--- config.mk ---
export PLATFORM = sky130hd
export DESIGN_NAME = robotSensorHub
export DESIGN_NICKNAME = d
export VERILOG_FILES = /design/src/design/sensorPkg.sv /design/src/design/registerMapPkg.sv /design/src/design/wheelSpeedMeter.sv /design/src/design/beaconDetector.sv /design/src/design/sensorRegisterBank.sv /design/src/design/robotSensorHub.sv
export SDC_FILE = /design/constraint.sdc
export NUM_CORES = 1
export LEC_CHECK = 0
export ABC_AREA = 1
export BUFFER_PORTS_ARGS = -buffer_cell sky130_fd_sc_hd__buf_2
export CAP_MARGIN = 20
export CORE_ASPECT_RATIO = 1.25
export CORE_UTILIZATION = 45
export DETAILED_ROUTE_END_ITERATION = 7
export PLACE_DENSITY_LB_ADDON = 0.25
export SLEW_MARGIN = 20
export SYNTH_ARGS = -nofsm -noshare
export SYNTH_HDL_FRONTEND = slang
export SYNTH_HIERARCHICAL = 1
export SYNTH_SLANG_ARGS = --single-unit
--- constraint.sdc ---
create_clock -name CLOCK_50 -period 11.1 [get_ports CLOCK_50]
set_clock_uncertainty 0.05 [all_clocks]
set_input_delay 1.11 -clock CLOCK_50 [delete_from_list [all_inputs] [get_ports CLOCK_50]]
set_output_delay 1.11 -clock CLOCK_50 [all_outputs]
set_load 0.005 [all_outputs]
--- src/design/sensorPkg.sv ---
package sensorPkg;

	//==============================
	// wheel encoders
	//==============================

	localparam int numWheelChannels = 4; // propulsion L/R, odometry L/R
	localparam int speedWidth = 16;      // speed value and edge counter

	// one measurement window in CLOCK_50 cycles
	// board build used 500000 (10 ms), cut down here so a window simulates quickly
	localparam int speedWindowCycles = 1000;
	localparam int windowWidth = $clog2(speedWindowCycles);

	// mirrored mounting on right propulsion (bit 1) and left odometry (bit 2)
	localparam logic [numWheelChannels-1:0] directionInvert = 4'b0110;

	//==============================
	// laser tower
	//==============================

	localparam int angleWidth = 16; // tower angle and beacon positions

	// beam dropouts up to this many tower ticks merge into one reception
	localparam int glitchToleranceTicks = 20;
	localparam int glitchWidth = $clog2(glitchToleranceTicks + 1);

	typedef enum logic [1:0] {
		idle,      // no beam
		receiving, // beam present
		dropout    // beam lost, waiting to see if it comes back
	} beaconState;

endpackage

--- src/design/registerMapPkg.sv ---
package registerMapPkg;

	localparam int regWidth = 16;

	// host read addresses, 7 is unmapped and reads zero
	typedef enum logic [2:0] {
		regStatus      = 3'd0,
		regSpeed0      = 3'd1,
		regSpeed1      = 3'd2,
		regSpeed2      = 3'd3,
		regSpeed3      = 3'd4,
		regBeaconStart = 3'd5,
		regBeaconEnd   = 3'd6
	} regAddress;

	//==============================
	// status word layout
	//==============================

	localparam int statusIdBit = 0;
	localparam int statusDirLsb = 1;    // four direction bits, 1..4
	localparam int statusSwitchLsb = 5; // micro-switches, 5..9
	localparam int statusStartBit = 10;
	localparam int statusTurnBit = 11;
	// bits 12..15 stay zero

	localparam int numMicroSwitches = 5;

endpackage

--- src/design/wheelSpeedMeter.sv ---
`timescale 1ns/1ps

module wheelSpeedMeter
	import sensorPkg::*;
(
	input  logic                        CLOCK_50,
	input  logic                        reset,
	input  logic [numWheelChannels-1:0] encoderA,
	input  logic [numWheelChannels-1:0] encoderB,
	output logic [speedWidth-1:0]       wheelSpeed [numWheelChannels],
	output logic [numWheelChannels-1:0] wheelDirection,
	output logic                        speedUpdate
);

	// all eight encoder lines side by side, A channels low, B channels high
	logic [2*numWheelChannels-1:0] lineMeta;
	logic [2*numWheelChannels-1:0] lineSync;
	logic [2*numWheelChannels-1:0] linePrev;
	logic [2*numWheelChannels-1:0] lineRise;

	logic [windowWidth-1:0] windowCount;
	logic windowLast;

	logic [speedWidth-1:0] edgeCount [2*numWheelChannels];

	// (A + B) / 2 without losing the carry
	function automatic logic [speedWidth-1:0] averageEdges(
		input logic [speedWidth-1:0] countA,
		input logic [speedWidth-1:0] countB
	);
		logic [speedWidth:0] edgeSum;
		edgeSum = {1'b0, countA} + {1'b0, countB};
		return edgeSum[speedWidth:1];
	endfunction

	//==============================
	// input synchronizers
	//==============================

	always_ff @(posedge CLOCK_50 or posedge reset) begin
		if (reset) begin
			lineMeta <= '0;
			lineSync <= '0;
			linePrev <= '0;
		end else begin
			lineMeta <= {encoderB, encoderA};
			lineSync <= lineMeta;
			linePrev <= lineSync; // edge detect stage
		end
	end

	assign lineRise = lineSync & ~linePrev;

	//==============================
	// window and counters
	//==============================

	assign windowLast = (windowCount == windowWidth'(speedWindowCycles - 1));

	always_ff @(posedge CLOCK_50 or posedge reset) begin
		if (reset) begin
			windowCount <= '0;
			speedUpdate <= 1'b0;
		end else begin
			speedUpdate <= windowLast; // one cycle after the latch
			if (windowLast)
				windowCount <= '0;
			else
				windowCount <= windowCount + 1'b1;
		end
	end

	// counters clear while speedUpdate is high, i.e. right after the latch
	always_ff @(posedge CLOCK_50 or posedge reset) begin
		if (reset) begin
			for (int i = 0; i < 2*numWheelChannels; i++)
				edgeCount[i] <= '0;
		end else begin
			for (int i = 0; i < 2*numWheelChannels; i++) begin
				if (speedUpdate)
					edgeCount[i] <= '0;
				else if (lineRise[i] && edgeCount[i] != '1)
					edgeCount[i] <= edgeCount[i] + 1'b1; // saturates at all ones
			end
		end
	end

	always_ff @(posedge CLOCK_50 or posedge reset) begin
		if (reset) begin
			for (int ch = 0; ch < numWheelChannels; ch++)
				wheelSpeed[ch] <= '0;
		end else if (windowLast) begin
			for (int ch = 0; ch < numWheelChannels; ch++)
				wheelSpeed[ch] <= averageEdges(edgeCount[ch], edgeCount[ch+numWheelChannels]);
		end
	end

	// quadrature direction, B level sampled at A rise
	always_ff @(posedge CLOCK_50 or posedge reset) begin
		if (reset) begin
			wheelDirection <= '0;
		end else begin
			for (int ch = 0; ch < numWheelChannels; ch++) begin
				if (lineRise[ch])
					wheelDirection[ch] <= lineSync[ch+numWheelChannels] ^ directionInvert[ch];
			end
		end
	end

	updateSinglePulse: assert property (@(posedge CLOCK_50) disable iff (reset)
		speedUpdate |=> !speedUpdate);

	windowInRange: assert property (@(posedge CLOCK_50) disable iff (reset)
		windowCount < speedWindowCycles);

endmodule

--- src/design/beaconDetector.sv ---
`timescale 1ns/1ps

module beaconDetector
	import sensorPkg::*;
(
	input  logic                  CLOCK_50,
	input  logic                  reset,
	input  logic                  towerEncoder,
	input  logic                  towerSync,
	input  logic                  laserSign,
	output logic [angleWidth-1:0] beaconStart,
	output logic [angleWidth-1:0] beaconEnd,
	output logic                  towerTurn,
	output logic                  beaconUpdate
);

	// bit 0 tower encoder, bit 1 tower sync, bit 2 laser
	logic [2:0] lineMeta;
	logic [2:0] lineSync;
	logic [1:0] linePrev; // edge detect for encoder and sync only

	logic tickRise;
	logic syncRise;
	logic laserOn;

	logic [angleWidth-1:0] towerAngle;
	logic [angleWidth-1:0] startCandidate;
	logic [angleWidth-1:0] endCandidate;
	logic [glitchWidth-1:0] dropTicks; // tower ticks spent in dropout

	beaconState state;

	//==============================
	// synchronizers
	//==============================

	always_ff @(posedge CLOCK_50 or posedge reset) begin
		if (reset) begin
			lineMeta <= '0;
			lineSync <= '0;
			linePrev <= '0;
		end else begin
			lineMeta <= {laserSign, towerSync, towerEncoder};
			lineSync <= lineMeta;
			linePrev <= lineSync[1:0];
		end
	end

	assign tickRise = lineSync[0] & ~linePrev[0];
	assign syncRise = lineSync[1] & ~linePrev[1];
	assign laserOn = lineSync[2];

	//==============================
	// tower angle and turn
	//==============================

	always_ff @(posedge CLOCK_50 or posedge reset) begin
		if (reset) begin
			towerAngle <= '0;
			towerTurn <= 1'b0;
		end else if (syncRise) begin
			towerAngle <= '0; // index mark wins over a tick
			towerTurn <= ~towerTurn;
		end else if (tickRise) begin
			towerAngle <= towerAngle + 1'b1;
		end
	end

	//==============================
	// reception FSM
	//==============================

	always_ff @(posedge CLOCK_50 or posedge reset) begin
		if (reset) begin
			state <= idle;
			dropTicks <= '0;
			beaconStart <= '0;
			beaconEnd <= '0;
			beaconUpdate <= 1'b0;
		end else begin
			beaconUpdate <= 1'b0;
			case (state)
				idle: begin
					if (laserOn)
						state <= receiving;
				end
				receiving: begin
					if (!laserOn) begin
						state <= dropout;
						dropTicks <= '0;
					end
				end
				dropout: begin
					if (laserOn) begin
						state <= receiving; // short gap belongs to the same beacon
					end else if (dropTicks == glitchWidth'(glitchToleranceTicks)) begin
						beaconStart <= startCandidate;
						beaconEnd <= endCandidate;
						beaconUpdate <= 1'b1;
						state <= idle;
					end else if (tickRise) begin
						dropTicks <= dropTicks + 1'b1;
					end
				end
				default: state <= idle;
			endcase
		end
	end

	// candidate angles held until published from dropout
	always_ff @(posedge CLOCK_50) begin
		if (state == idle && laserOn)
			startCandidate <= towerAngle;
		if (state == receiving && !laserOn)
			endCandidate <= towerAngle; // overwritten if the beam returns
	end

	stateLegal: assert property (@(posedge CLOCK_50) disable iff (reset)
		state inside {idle, receiving, dropout});

	updateFromDropout: assert property (@(posedge CLOCK_50) disable iff (reset)
		beaconUpdate |-> $past(state) == dropout);

endmodule

--- src/design/sensorRegisterBank.sv ---
`timescale 1ns/1ps

module sensorRegisterBank
	import sensorPkg::*;
	import registerMapPkg::*;
(
	input  logic                        CLOCK_50,
	input  logic                        reset,
	input  logic [speedWidth-1:0]       wheelSpeed [numWheelChannels],
	input  logic [numWheelChannels-1:0] wheelDirection,
	input  logic [angleWidth-1:0]       beaconStart,
	input  logic [angleWidth-1:0]       beaconEnd,
	input  logic                        towerTurn,
	input  logic [numMicroSwitches-1:0] microSwitches,
	input  logic                        startSwitch,
	input  logic                        boardId,
	input  registerMapPkg::regAddress   regAddress,
	output logic [regWidth-1:0]         regData
);

	// {id, start, switches}
	logic [numMicroSwitches+1:0] levelMeta;
	logic [numMicroSwitches+1:0] levelSync;

	logic [regWidth-1:0] statusWord;

	always_ff @(posedge CLOCK_50 or posedge reset) begin
		if (reset) begin
			levelMeta <= '0;
			levelSync <= '0;
		end else begin
			levelMeta <= {boardId, startSwitch, microSwitches};
			levelSync <= levelMeta;
		end
	end

	//==============================
	// status word
	//==============================

	always_comb begin
		statusWord = '0; // unused upper bits
		statusWord[statusIdBit] = levelSync[numMicroSwitches+1];
		statusWord[statusDirLsb +: numWheelChannels] = wheelDirection;
		statusWord[statusSwitchLsb +: numMicroSwitches] = levelSync[numMicroSwitches-1:0];
		statusWord[statusStartBit] = levelSync[numMicroSwitches];
		statusWord[statusTurnBit] = towerTurn;
	end

	// read port, one cycle latency
	always_ff @(posedge CLOCK_50 or posedge reset) begin
		if (reset) begin
			regData <= '0;
		end else begin
			case (regAddress)
				regStatus:      regData <= statusWord;
				regSpeed0:      regData <= wheelSpeed[0];
				regSpeed1:      regData <= wheelSpeed[1];
				regSpeed2:      regData <= wheelSpeed[2];
				regSpeed3:      regData <= wheelSpeed[3];
				regBeaconStart: regData <= beaconStart;
				regBeaconEnd:   regData <= beaconEnd;
				default:        regData <= '0;
			endcase
		end
	end

	unmappedReadsZero: assert property (@(posedge CLOCK_50) disable iff (reset)
		(regAddress == 3'd7) |=> (regData == '0));

endmodule

--- src/design/robotSensorHub.sv ---
`timescale 1ns/1ps

module robotSensorHub
	import sensorPkg::*;
	import registerMapPkg::*;
(
	input  logic                        CLOCK_50,
	input  logic                        reset,
	input  logic [numWheelChannels-1:0] encoderA,
	input  logic [numWheelChannels-1:0] encoderB,
	input  logic                        towerEncoder,
	input  logic                        towerSync,
	input  logic                        laserSign,
	input  logic [numMicroSwitches-1:0] microSwitches,
	input  logic                        startSwitch,
	input  logic                        boardId,
	input  registerMapPkg::regAddress   regAddress,
	output logic [regWidth-1:0]         regData,
	output logic                        speedUpdate,
	output logic                        beaconUpdate
);

	logic [speedWidth-1:0] wheelSpeed [numWheelChannels];
	logic [numWheelChannels-1:0] wheelDirection;
	logic [angleWidth-1:0] beaconStart;
	logic [angleWidth-1:0] beaconEnd;
	logic towerTurn;

	wheelSpeedMeter speedMeter (
		.CLOCK_50       (CLOCK_50),
		.reset          (reset),
		.encoderA       (encoderA),
		.encoderB       (encoderB),
		.wheelSpeed     (wheelSpeed),
		.wheelDirection (wheelDirection),
		.speedUpdate    (speedUpdate)
	);

	beaconDetector beacon (
		.CLOCK_50     (CLOCK_50),
		.reset        (reset),
		.towerEncoder (towerEncoder),
		.towerSync    (towerSync),
		.laserSign    (laserSign),
		.beaconStart  (beaconStart),
		.beaconEnd    (beaconEnd),
		.towerTurn    (towerTurn),
		.beaconUpdate (beaconUpdate)
	);

	sensorRegisterBank registers (
		.CLOCK_50, .reset, .wheelSpeed, .wheelDirection, .beaconStart, .beaconEnd,
		.towerTurn, .microSwitches, .startSwitch, .boardId, .regAddress, .regData
	);

endmodule

# After elaboration in Yosys (flattened, before gate mapping)

Cells that the tools add are included.

Flip-flop bits (word level): 358
Input port bits: 23
Output and inout bits: 18
Word-level logic and storage cells: 144

Add/subtract/negate cells: 15
Eq/ne operators: 24
Mux-type cells: 33
Bitwise logic cells: 10
Reduce and logical (&&, ||, !) cells: 26

Operator list:

| cell                                                                   | count |
|---|---|
| 16-bit 2-to-1 mux                                                      | 18 |
| 16-bit by 1-bit adder with 16-bit output (second input constant)       | 9 |
| 16-bit inequality test (second input constant)                         | 8 |
| 16-bit case mux with 7 select lines                                    | 1 |
| 16-bit by 16-bit adder with 17-bit output                              | 4 |
| 5-bit 2-to-1 mux                                                       | 4 |
| 2-bit nonzero test                                                     | 10 |
| 10-bit by 1-bit adder with 10-bit output (second input constant)       | 1 |
| 10-bit equality test (second input constant)                           | 1 |
| 1-bit logical AND                                                      | 10 |
| 10-bit 2-to-1 mux                                                      | 1 |
| 5-bit case mux with 2 select lines                                     | 1 |
| 3-bit equality test (second input constant)                            | 3 |
| 8-bit bitwise AND                                                      | 1 |
| 2-bit 2-to-1 mux                                                       | 4 |
| 8-bit inverter                                                         | 1 |
| 3-bit by 2-bit equality test with 1-bit output (second input constant) | 2 |
| 2-bit inequality test (second input constant)                          | 3 |
| 1-bit inverter                                                         | 6 |
| 2-bit case mux with 3 select lines                                     | 1 |
| 3-bit AND reduction                                                    | 2 |
| 5-bit by 1-bit adder with 5-bit output (second input constant)         | 1 |
| 5-bit equality test (second input constant)                            | 1 |
| 5-bit AND reduction                                                    | 1 |
| other kinds (10)                                                       | 14 |

# Depth between registers and ports, before layout

Gate-level depths: netlist of the first run.

Word-level depth: 6
Mapped depth: 12
Mapped depth without buffers: 12

# By module

Netlist of the first run, hierarchy kept.

By module, submodules not included:

| module             | instances | cells an instance | area each (sq um) | sequential area each (sq um) |
|---|---|---|---|---|
| wheelSpeedMeter    | 1         | 2180              | 15193.3           | 5780.5 |
| beaconDetector     | 1         | 364               | 3834.9            | 2587.5 |
| sensorRegisterBank | 1         | 277               | 1909.3            | 750.7 |

# Worst setup path before layout of the first run

Ideal clock, no wire load.

Kind: register -> register
Start: register beacon.lineSync[2]
End: register beacon.startCandidate[0], enable pin
Library setup time: 0.409 ns
Data arrival time: 1.747 ns
Data required time: 10.641 ns
Path slack: 8.894 ns
Cell stages (with the launch flop): 4
Path buffers: 1
Clock period less this slack: 2.206 ns
Cell sequence: dfrtp_1 -> buf_2 -> inv_1 -> nor3_1

Longest elaborated chain between the ends: 1

RTL lines:

| item                     | line                  | source |
|---|---|---|
| start: declaration       | beaconDetector.sv:19  | `logic [2:0] lineSync;` |
| start signal: assignment | beaconDetector.sv:44  | `lineSync <= lineMeta;` |
| 1-bit logical AND        | beaconDetector.sv:112 | `if (state == idle && laserOn)` |
| end signal: assignment   | beaconDetector.sv:113 | `startCandidate <= towerAngle;` |
| end: declaration         | beaconDetector.sv:27  | `logic [angleWidth-1:0] startCandidate;` |

No other way between the ends.
A chain may end at the register's enable or synchronous reset.

==> results of run 1 <==
worst register-to-register path: cells and delay by family, from the launching register on:
family / cells / cell delay (ns)
buffers and inverters: 4 / 1.67
AND/OR/NAND/NOR: 1 / 0.52
AO/OA/AOI/OAI: 1 / 0.13
flip-flops: 1 / 0.35
power groups by stage:
stage	Combinational [W]	Clock, W	Sequential, W
after floorplan	0.000382	0	0.00150
after global placement	0.000484	0	0.00155
after detailed placement	0.000499	0	0.00155
after CTS	0.000503	0.00143	0.00153
after global routing	0.000570	0.00148	0.00154
final	0.000496	0.00139	0.00153
cell families after synthesis:
| logic type | Yosys count | share of synthesized area |
|---|---|---|
| buf+inv | 421 | 0.0810 |
| compound gates | 250 | 0.0666 |
| xor+xnor | 77 | 0.0322 |
| simple gates | 1639 | 0.338 |
| fa+ha+maj | 76 | 0.0469 |
| flops | 358 | 0.436 |
routing by layer:
layer,vias up,track usage
met2,426,0.399
li1,9154,-
met1,8659,0.299
met3,103,0.0297
met4,6,0.0987
met5,-,0
final cells by class:
type	count	area, sq um
fill	4442	23000
timing repair buffer	52	290
tap	585	732
inverter	350	1320
sequential	358	9120
clock inverter	18	255
clock buffer	55	1140
multi-input combinational	2042	10100
sequential cells by signal, indices dropped and copies added (netlist names), 5 cells and up:
signal                  count
speedMeter/edgeCount      128
speedMeter/wheelSpeed      64
beacon/beaconEnd           16
beacon/beaconStart         16
beacon/endCandidate        16
beacon/startCandidate      16
beacon/towerAngle          16
registers/regData          16
speedMeter/windowCount     10
speedMeter/lineMeta         8
speedMeter/linePrev         8
speedMeter/lineSync         8
registers/levelMeta         7
registers/levelSync         7
beacon/dropTicks            5
final timing paths:
kind / start / endpoint / slack (ns) / cells after the start
min reg2reg: beacon/lineMeta[1] / beacon/lineSync[1] / 0.30 / 0
max: reset / speedMeter/linePrev[7] / 8.17 / 4
max in group CLOCK_50: speedMeter/speedUpdate / speedMeter/edgeCount[79] / 8.23 / 6
min: beacon/lineMeta[1] / beacon/lineSync[1] / 0.30 / 0
max reg2reg: speedMeter/speedUpdate / speedMeter/edgeCount[79] / 8.23 / 6
min in group asynchronous: reset / speedMeter/lineMeta[0] / 0.57 / 2
synth_stat cells (all sizes together):
cell type / count / area (sq um)
nor2: 257 / 1020
nand3b: 6 / 45.0
a211oi: 1 / 7.51
a21oi: 70 / 373
o31ai: 9 / 67.6
and3: 1 / 6.26
o21a: 1 / 7.51
edfxtp: 32 / 961
xor2: 48 / 420
nand3: 219 / 1130
clkbuf: 27 / 104
or2: 9 / 56.3
a31oi: 1 / 6.26
fa: 4 / 80.1
nand2: 941 / 3580
a22oi: 1 / 7.51
a21o: 1 / 7.51
dfrtp: 326 / 8160
o22ai: 1 / 6.26
o21bai: 8 / 60.1
ha: 72 / 901
xnor2: 29 / 254
a21boi: 1 / 7.51
buf: 44 / 277
o21ai: 154 / 827
a31o: 2 / 17.5
clkinv: 1 / 5.00
inv: 349 / 1310
nor3: 59 / 315
nor3b: 1 / 7.51
nand4: 145 / 907
nand2b: 1 / 6.26
placed cells by master (no fill, tap or decap), types with 48 or more instances in the layout:
cell type	instances
sky130_fd_sc_hd__a21oi_1	68
sky130_fd_sc_hd__nor2_1	247
sky130_fd_sc_hd__nor3_1	54
sky130_fd_sc_hd__nand3_1	213
sky130_fd_sc_hd__o21ai_0	107
sky130_fd_sc_hd__xor2_1	48
sky130_fd_sc_hd__nand4_1	145
sky130_fd_sc_hd__ha_1	72
sky130_fd_sc_hd__nand2_1	924
sky130_fd_sc_hd__dfrtp_1	326
sky130_fd_sc_hd__inv_1	329
through the flow:
stage	worst slack [ns]	hold WS (ns)
after floorplan	3.61	0.281
after global placement	7.37	0.283
after detailed placement	7.36	0.285
after CTS	7.98	0.298
after global routing	7.74	0.306
final	8.17	0.299
==> results.txt, run 1 <==
----------------------------------------------------
[Finish]
  Layout cells sized above 1 ... 0.0706
  Synth-to-Final Area Change ... 9.78%
  Nets ... 2,943
  Number of antenna diodes ... 0
  Post-route cell area ... 23,000 sq um
  Final core utilization ... 0.499
  Final cell count without fillers ... 3,460

[STA]
  Actual slew at the worst max-slew pin ... about 1.1 ns
  Setup total negative slack ... 0 ns
  Max-Slew Margin vs Limit ... 0.298
  Highest achievable clock rate ... roughly 340 MHz
  Setup violations, final ... 0
  Number of pins exceeding their max-slew limit in the final report ... 0
  Crit share post-route ... 0.264
  RSZ-0062 raised after global routing ... false
  Final period demand of the worst path ... 2.93 ns
  Final Hold Viols ... 0

[Run status]
  Violated checks ... design-rule violations
  Result of the run ... finished, violations left

[Yosys]
  Synthesized cell area ... 20,900 sq um
  Synthesized area per cell ... 7.42 sq um
  Number of synthesized register bits ... 358
  Post-synth net total ... 2,920
  Post-synthesis sequential area ratio ... 0.436
  Post-synthesis cell count ... about 2,800
  Yosys warns ... 6
  Number of unique standard cell types used by synthesis ... slightly below 50

[Place]
  Area after DPL ... 21,600 sq um
  HPWL reported at the end of detailed placement ... 39,900 microns
  Number of instances in the placed design ... 3,387
  Final RePlAce weighted congestion ... 0.920
  Port Buf Inserts ... 40

[Floorplan]
  Overall die width ... 195 microns
  # IOs ... 41
  Die area ... 47,400 sq um
  Cell Rows ... 88
  Height of the die ... 243 microns
  Core Area ... 46,000 sq um
  Initial standard-cell utilization of the core ... 0.455

[Power]
  Switching power total ... 0.00101 W
  Fraction of power consumed by the clock network ... 0.408
  Leakage power ... 11.8 nW
  Worst voltage drop across the vdd grid ... 0.000121 V
  Combinational share of power ... 0.145
  Total power draw ... 0.00341 W
  Sw frac ... 0.295
  Total power divided by cell area ... 149 nW/um^2
  Seq pwr share ... 0.447
  Internal power ... ~0.0024 W

[GRT]
  Final global-route overflow total ... 0
  Initial antenna violation count ... 3
  Global Route Usage Sum ... 0.235
  Maximum number of pins on one net before global-route repair ... 87
  Wire length of the first global-routing pass ... ~90,000 microns
  Via count of the first global-routing pass ... 17,500

[Clocking]
  Post-CTS sizing ... 0
  Number of CTS-inserted buffers ... 40
  Clock insertion delay at the later pin of the skew report ... 0.59 ns
  Worst-case clock buffer depth ... 3
  Clock tree from TritonCTS ... done
  Post-CTS clock slew at the launch and capture registers of the worst setup and hold paths ... 0.06 ns
  Sinks on Clock Net ... 358
  Setup Buffers After CTS ... 0
  Number of buffers added to fix hold violations after cts ... 0
  Buffer cell driving the clock tree root ... sky130_fd_sc_hd__clkbuf_16
  Maximum level of the CTS H-tree ... 2

[Drt]
  Remaining number of nets flagged by the antenna check after routing ... 0
  DRC Markers ... 1
  Total via count after detailed routing ... 18,300
  DR pass1 iterations ... 8
  Avg WL per Cell ... approximately 16 microns
  Violation count after the first detailed-route iteration ... ~1,200
  Vias per cell ... 5.30
  Sum of routed wire length over all layers ... between 50,000 and 60,000 microns
  Routed length on met2 ... 26,500 microns
  Met3 wire len ... about 2500 microns
  Top layer used by detailed routing ... met5
  Routed metal-1 wire length ... 23,400 microns

[Critical path]
  Critical path data arrival time ... 3.44 ns
  CP max stage cell ... sky130_fd_sc_hd__buf_4
  Stage delay of the slowest cell on the critical path ... 0.88 ns
  Element type at the critical path start ... primary input
  Cell with the most instances on the worst path ... sky130_fd_sc_hd__buf_4
  Critical Path, Cell by Cell ... buf_2, inv_8, buf_4, buf_4
  Worst path buffer plus inverter count ... 4
  Max FO, Critical Path ... 86
  Data required time of the critical path ... around 12 ns
  Endpoint class of the critical path ... asynchronous set/reset pin
  Kind of cell adding the most delay to the critical path ... buffers and inverters
  Start-to-end type of the worst setup path ... in2async

[Flow run]
  Number of max-cap violations ... 0

[Hold path]
  Worst hold path class ... reg2reg

----------------------------------------------------
Power figures use the tool's default switching activity.
==> inputs of run 2 (changes only) <==
Clock period 11.1 ns to 2.8 ns, I/O delays scaled along.
==> results.txt, run 2 (synthesis results as in run 1) <==
----------------------------------------------------
[Run status]
  Result of the run ... complete, no violations

[Drt]
  Remaining number of nets flagged by the antenna check after routing ... 0 (unchanged)
  Violation count after the first detailed-route iteration ... 1,169 (-2.4%)
  Vias per cell ... 5.28 (-0.37%)
  DRC Markers ... 0 (-1)
  Sum of routed wire length over all layers ... 55,200 microns (+1.4%)
  DR pass1 iterations ... 6 (-2)
  Total via count after detailed routing ... 18,500 (+0.70%)
  Avg WL per Cell ... 15.8 microns (+0.31%)

[Clocking]
  Sinks on Clock Net ... 358 (unchanged)
  Post-CTS clock slew at the launch and capture registers of the worst setup and hold paths ... 0.06 ns (about the same)
  Maximum level of the CTS H-tree ... 2 (unchanged)
  Number of buffers added to fix hold violations after cts ... 19 (+19)
  Clock insertion delay at the later pin of the skew report ... 0.58 ns (about the same)
  Buffer cell driving the clock tree root ... sky130_fd_sc_hd__clkbuf_16
  Worst-case clock buffer depth ... 3 (unchanged)
  Post-CTS sizing ... 0 (unchanged)
  Number of CTS-inserted buffers ... 41 (+2.5%)
  Setup Buffers After CTS ... 0 (unchanged)
  Clock tree from TritonCTS ... done

[STA]
  Setup violations, final ... 0 (unchanged)
  Minimum setup slack in the final design ... 0.716 ns (-7.45 ns)
  RSZ-0062 raised after global routing ... false
  Max-Slew Margin vs Limit ... 0.487 (+0.189)
  Final period demand of the worst path ... 2.08 ns
  Setup total negative slack ... 0 ns (unchanged)
  Actual slew at the worst max-slew pin ... 0.768 ns (-0.283 ns)
  Number of pins exceeding their max-slew limit in the final report ... 0 (unchanged)
  Highest achievable clock rate ... approximately 480 MHz
  Final Hold Viols ... 0 (unchanged)
  Crit share post-route ... 0.744

[Floorplan]
  Cell Rows ... 88 (unchanged)
  # IOs ... 41 (unchanged)
  Height of the die ... 243 microns (unchanged)
  Overall die width ... 195 microns (unchanged)
  Core Area ... 46,000 sq um (unchanged)
  Initial standard-cell utilization of the core ... 0.455 (unchanged)
  Die area ... 47,400 sq um (unchanged)

[Critical path]
  Critical path data arrival time ... 2.52 ns (-0.92 ns)
  Cell with the most instances on the worst path ... sky130_fd_sc_hd__nand2_1
  Endpoint class of the critical path ... register
  Stage delay of the slowest cell on the critical path ... 0.41 ns (-0.47 ns)
  Max FO, Critical Path ... 12 (-86%)
  Critical Path, Cell by Cell ... ha_1, nand3_1, inv_2, nand2_1, o21ai_2, nand2_1, inv_2, nand2_1, o21ai_0
  Worst path buffer plus inverter count ... 2 (-2)
  CP max stage cell ... sky130_fd_sc_hd__dfrtp_1
  Kind of cell adding the most delay to the critical path ... simple AND/OR/NAND/NOR gates
  Start-to-end type of the worst setup path ... reg2reg
  Data required time of the critical path ... 3.23 ns (-8.38 ns)
  Element type at the critical path start ... register

[GRT]
  Maximum number of pins on one net before global-route repair ... 73 (-16%)
  Initial antenna violation count ... 3 (unchanged)
  Final global-route overflow total ... 0 (unchanged)
  Via count of the first global-routing pass ... 18,000 (+2.8%)
  Global Route Usage Sum ... 0.239 (+0.00449)
  Wire length of the first global-routing pass ... 91,900 microns (+2.1%)

[Place]
  Number of instances in the placed design ... 3,404 (+0.50%)
  Final RePlAce weighted congestion ... 0.915 (-0.47%)
  Port Buf Inserts ... 40 (unchanged)
  Area after DPL ... 21,800 sq um (+0.81%)
  HPWL reported at the end of detailed placement ... 40,700 microns (+2.2%)
  Post-place setup slack ... 0.770 ns (-6.59 ns)

[Finish]
  Registers with the highest flip-flop counts ... speedMeter/edgeCount (128), speedMeter/wheelSpeed (64)
  Number of antenna diodes ... 0 (unchanged)
  Register with the most flip-flops ... speedMeter/edgeCount
  Final core utilization ... 0.508 (+0.00881)
  Post-route cell area ... 23,400 sq um (+1.8%)
  Layout fillers ... 4,492 (+1.1%)
  Footprint of the flip-flops and latches ... 9120 sq um (unchanged)
  Most common cell after layout, fill and taps aside ... sky130_fd_sc_hd__nand2_1
  Nets ... 2,980 (+1.3%)
  Total area of multi-input combinational cells ... 10,100 sq um (unchanged)
  Most frequent cells in the layout ... sky130_fd_sc_hd__nand2_1, sky130_fd_sc_hd__inv_1, sky130_fd_sc_hd__dfrtp_1
  Synth-to-Final Area Change ... 11.7%
  Final cell count without fillers ... 3,497 (+1.1%)
  Largest register FFs ... 128 (unchanged)
  Layout cells sized above 1 ... 0.0745 (+0.00391)

[Power]
  Total power divided by cell area ... 588 nW/um^2 (+300%)
  Leakage power ... 12.0 nW (+1.7%)
  Worst voltage drop across the vdd grid ... 0.000474 V (+290%)

[Flow run]
  Number of max-cap violations ... 0 (unchanged)

[Hold path]
  Worst hold path class ... in2reg

----------------------------------------------------
==> run 2: cell type report <==
cell class / count / area share
clock buffers: 54 / 0.0485
clock inverters: 20 / 0.0128
inverters: 350 / 0.0564
multi-input cells: 2042 / 0.433
flip-flops and latches: 358 / 0.390
well taps: 585 / 0.0313
repair buffers: 88 / 0.0281
==> run 2: where the power goes <==
group	internal, W	switching (W)	total (W)
Combinational	0.000770	0.00125	0.00202
Clock	0.00343	0.00226	0.00570
Sequential	0.00556	0.000481	0.00604
==> run 2: worst paths after layout <==
path                                     startpoint                        to  slack (ns)  cells after the start
hold / removal                        regAddress[2]     registers/regData[15]        0.20                      5
setup reg to reg           speedMeter/edgeCount[65]  speedMeter/edgeCount[79]        0.72                      9
hold reg to reg              registers/levelMeta[4]    registers/levelSync[4]        0.30                      0
setup / recovery           speedMeter/edgeCount[65]  speedMeter/edgeCount[79]        0.72                      9
min in group asynchronous                     reset      registers/regData[7]        0.31                      4
max in group asynchronous                     reset  speedMeter/edgeCount[35]        1.42                      4
==> run 2: worst reg2reg max path: cells and delay by family (launching register included) <==
family	cells	cell delay [ns]
AOI/OAI and AO/OA	2	0.29
adders and majority gates	1	0.26
buffers and inverters	2	0.34
and+or+nand+nor	4	0.66
DFF	1	0.41
==> run 2: stage by stage <==
stage | power (W) | hold slack, ns
6_report | 0.0138 | 0.198
2_1_floorplan | 0.00748 | 0.261
3_3_place_gp | 0.00806 | 0.283
3_5_place_dp | 0.00813 | 0.285
4_1_cts | 0.0139 | 0.161
5_1_grt | 0.0144 | 0.206
==> run 2: routing by layer <==
layer,track usage,vias up,share of wire
met2,0.412,415,0.49
li1,-,9230,-
met5,0,-,0.00094
met4,0.0970,6,0.036
met3,0.0272,113,0.037
met1,0.304,8712,0.44
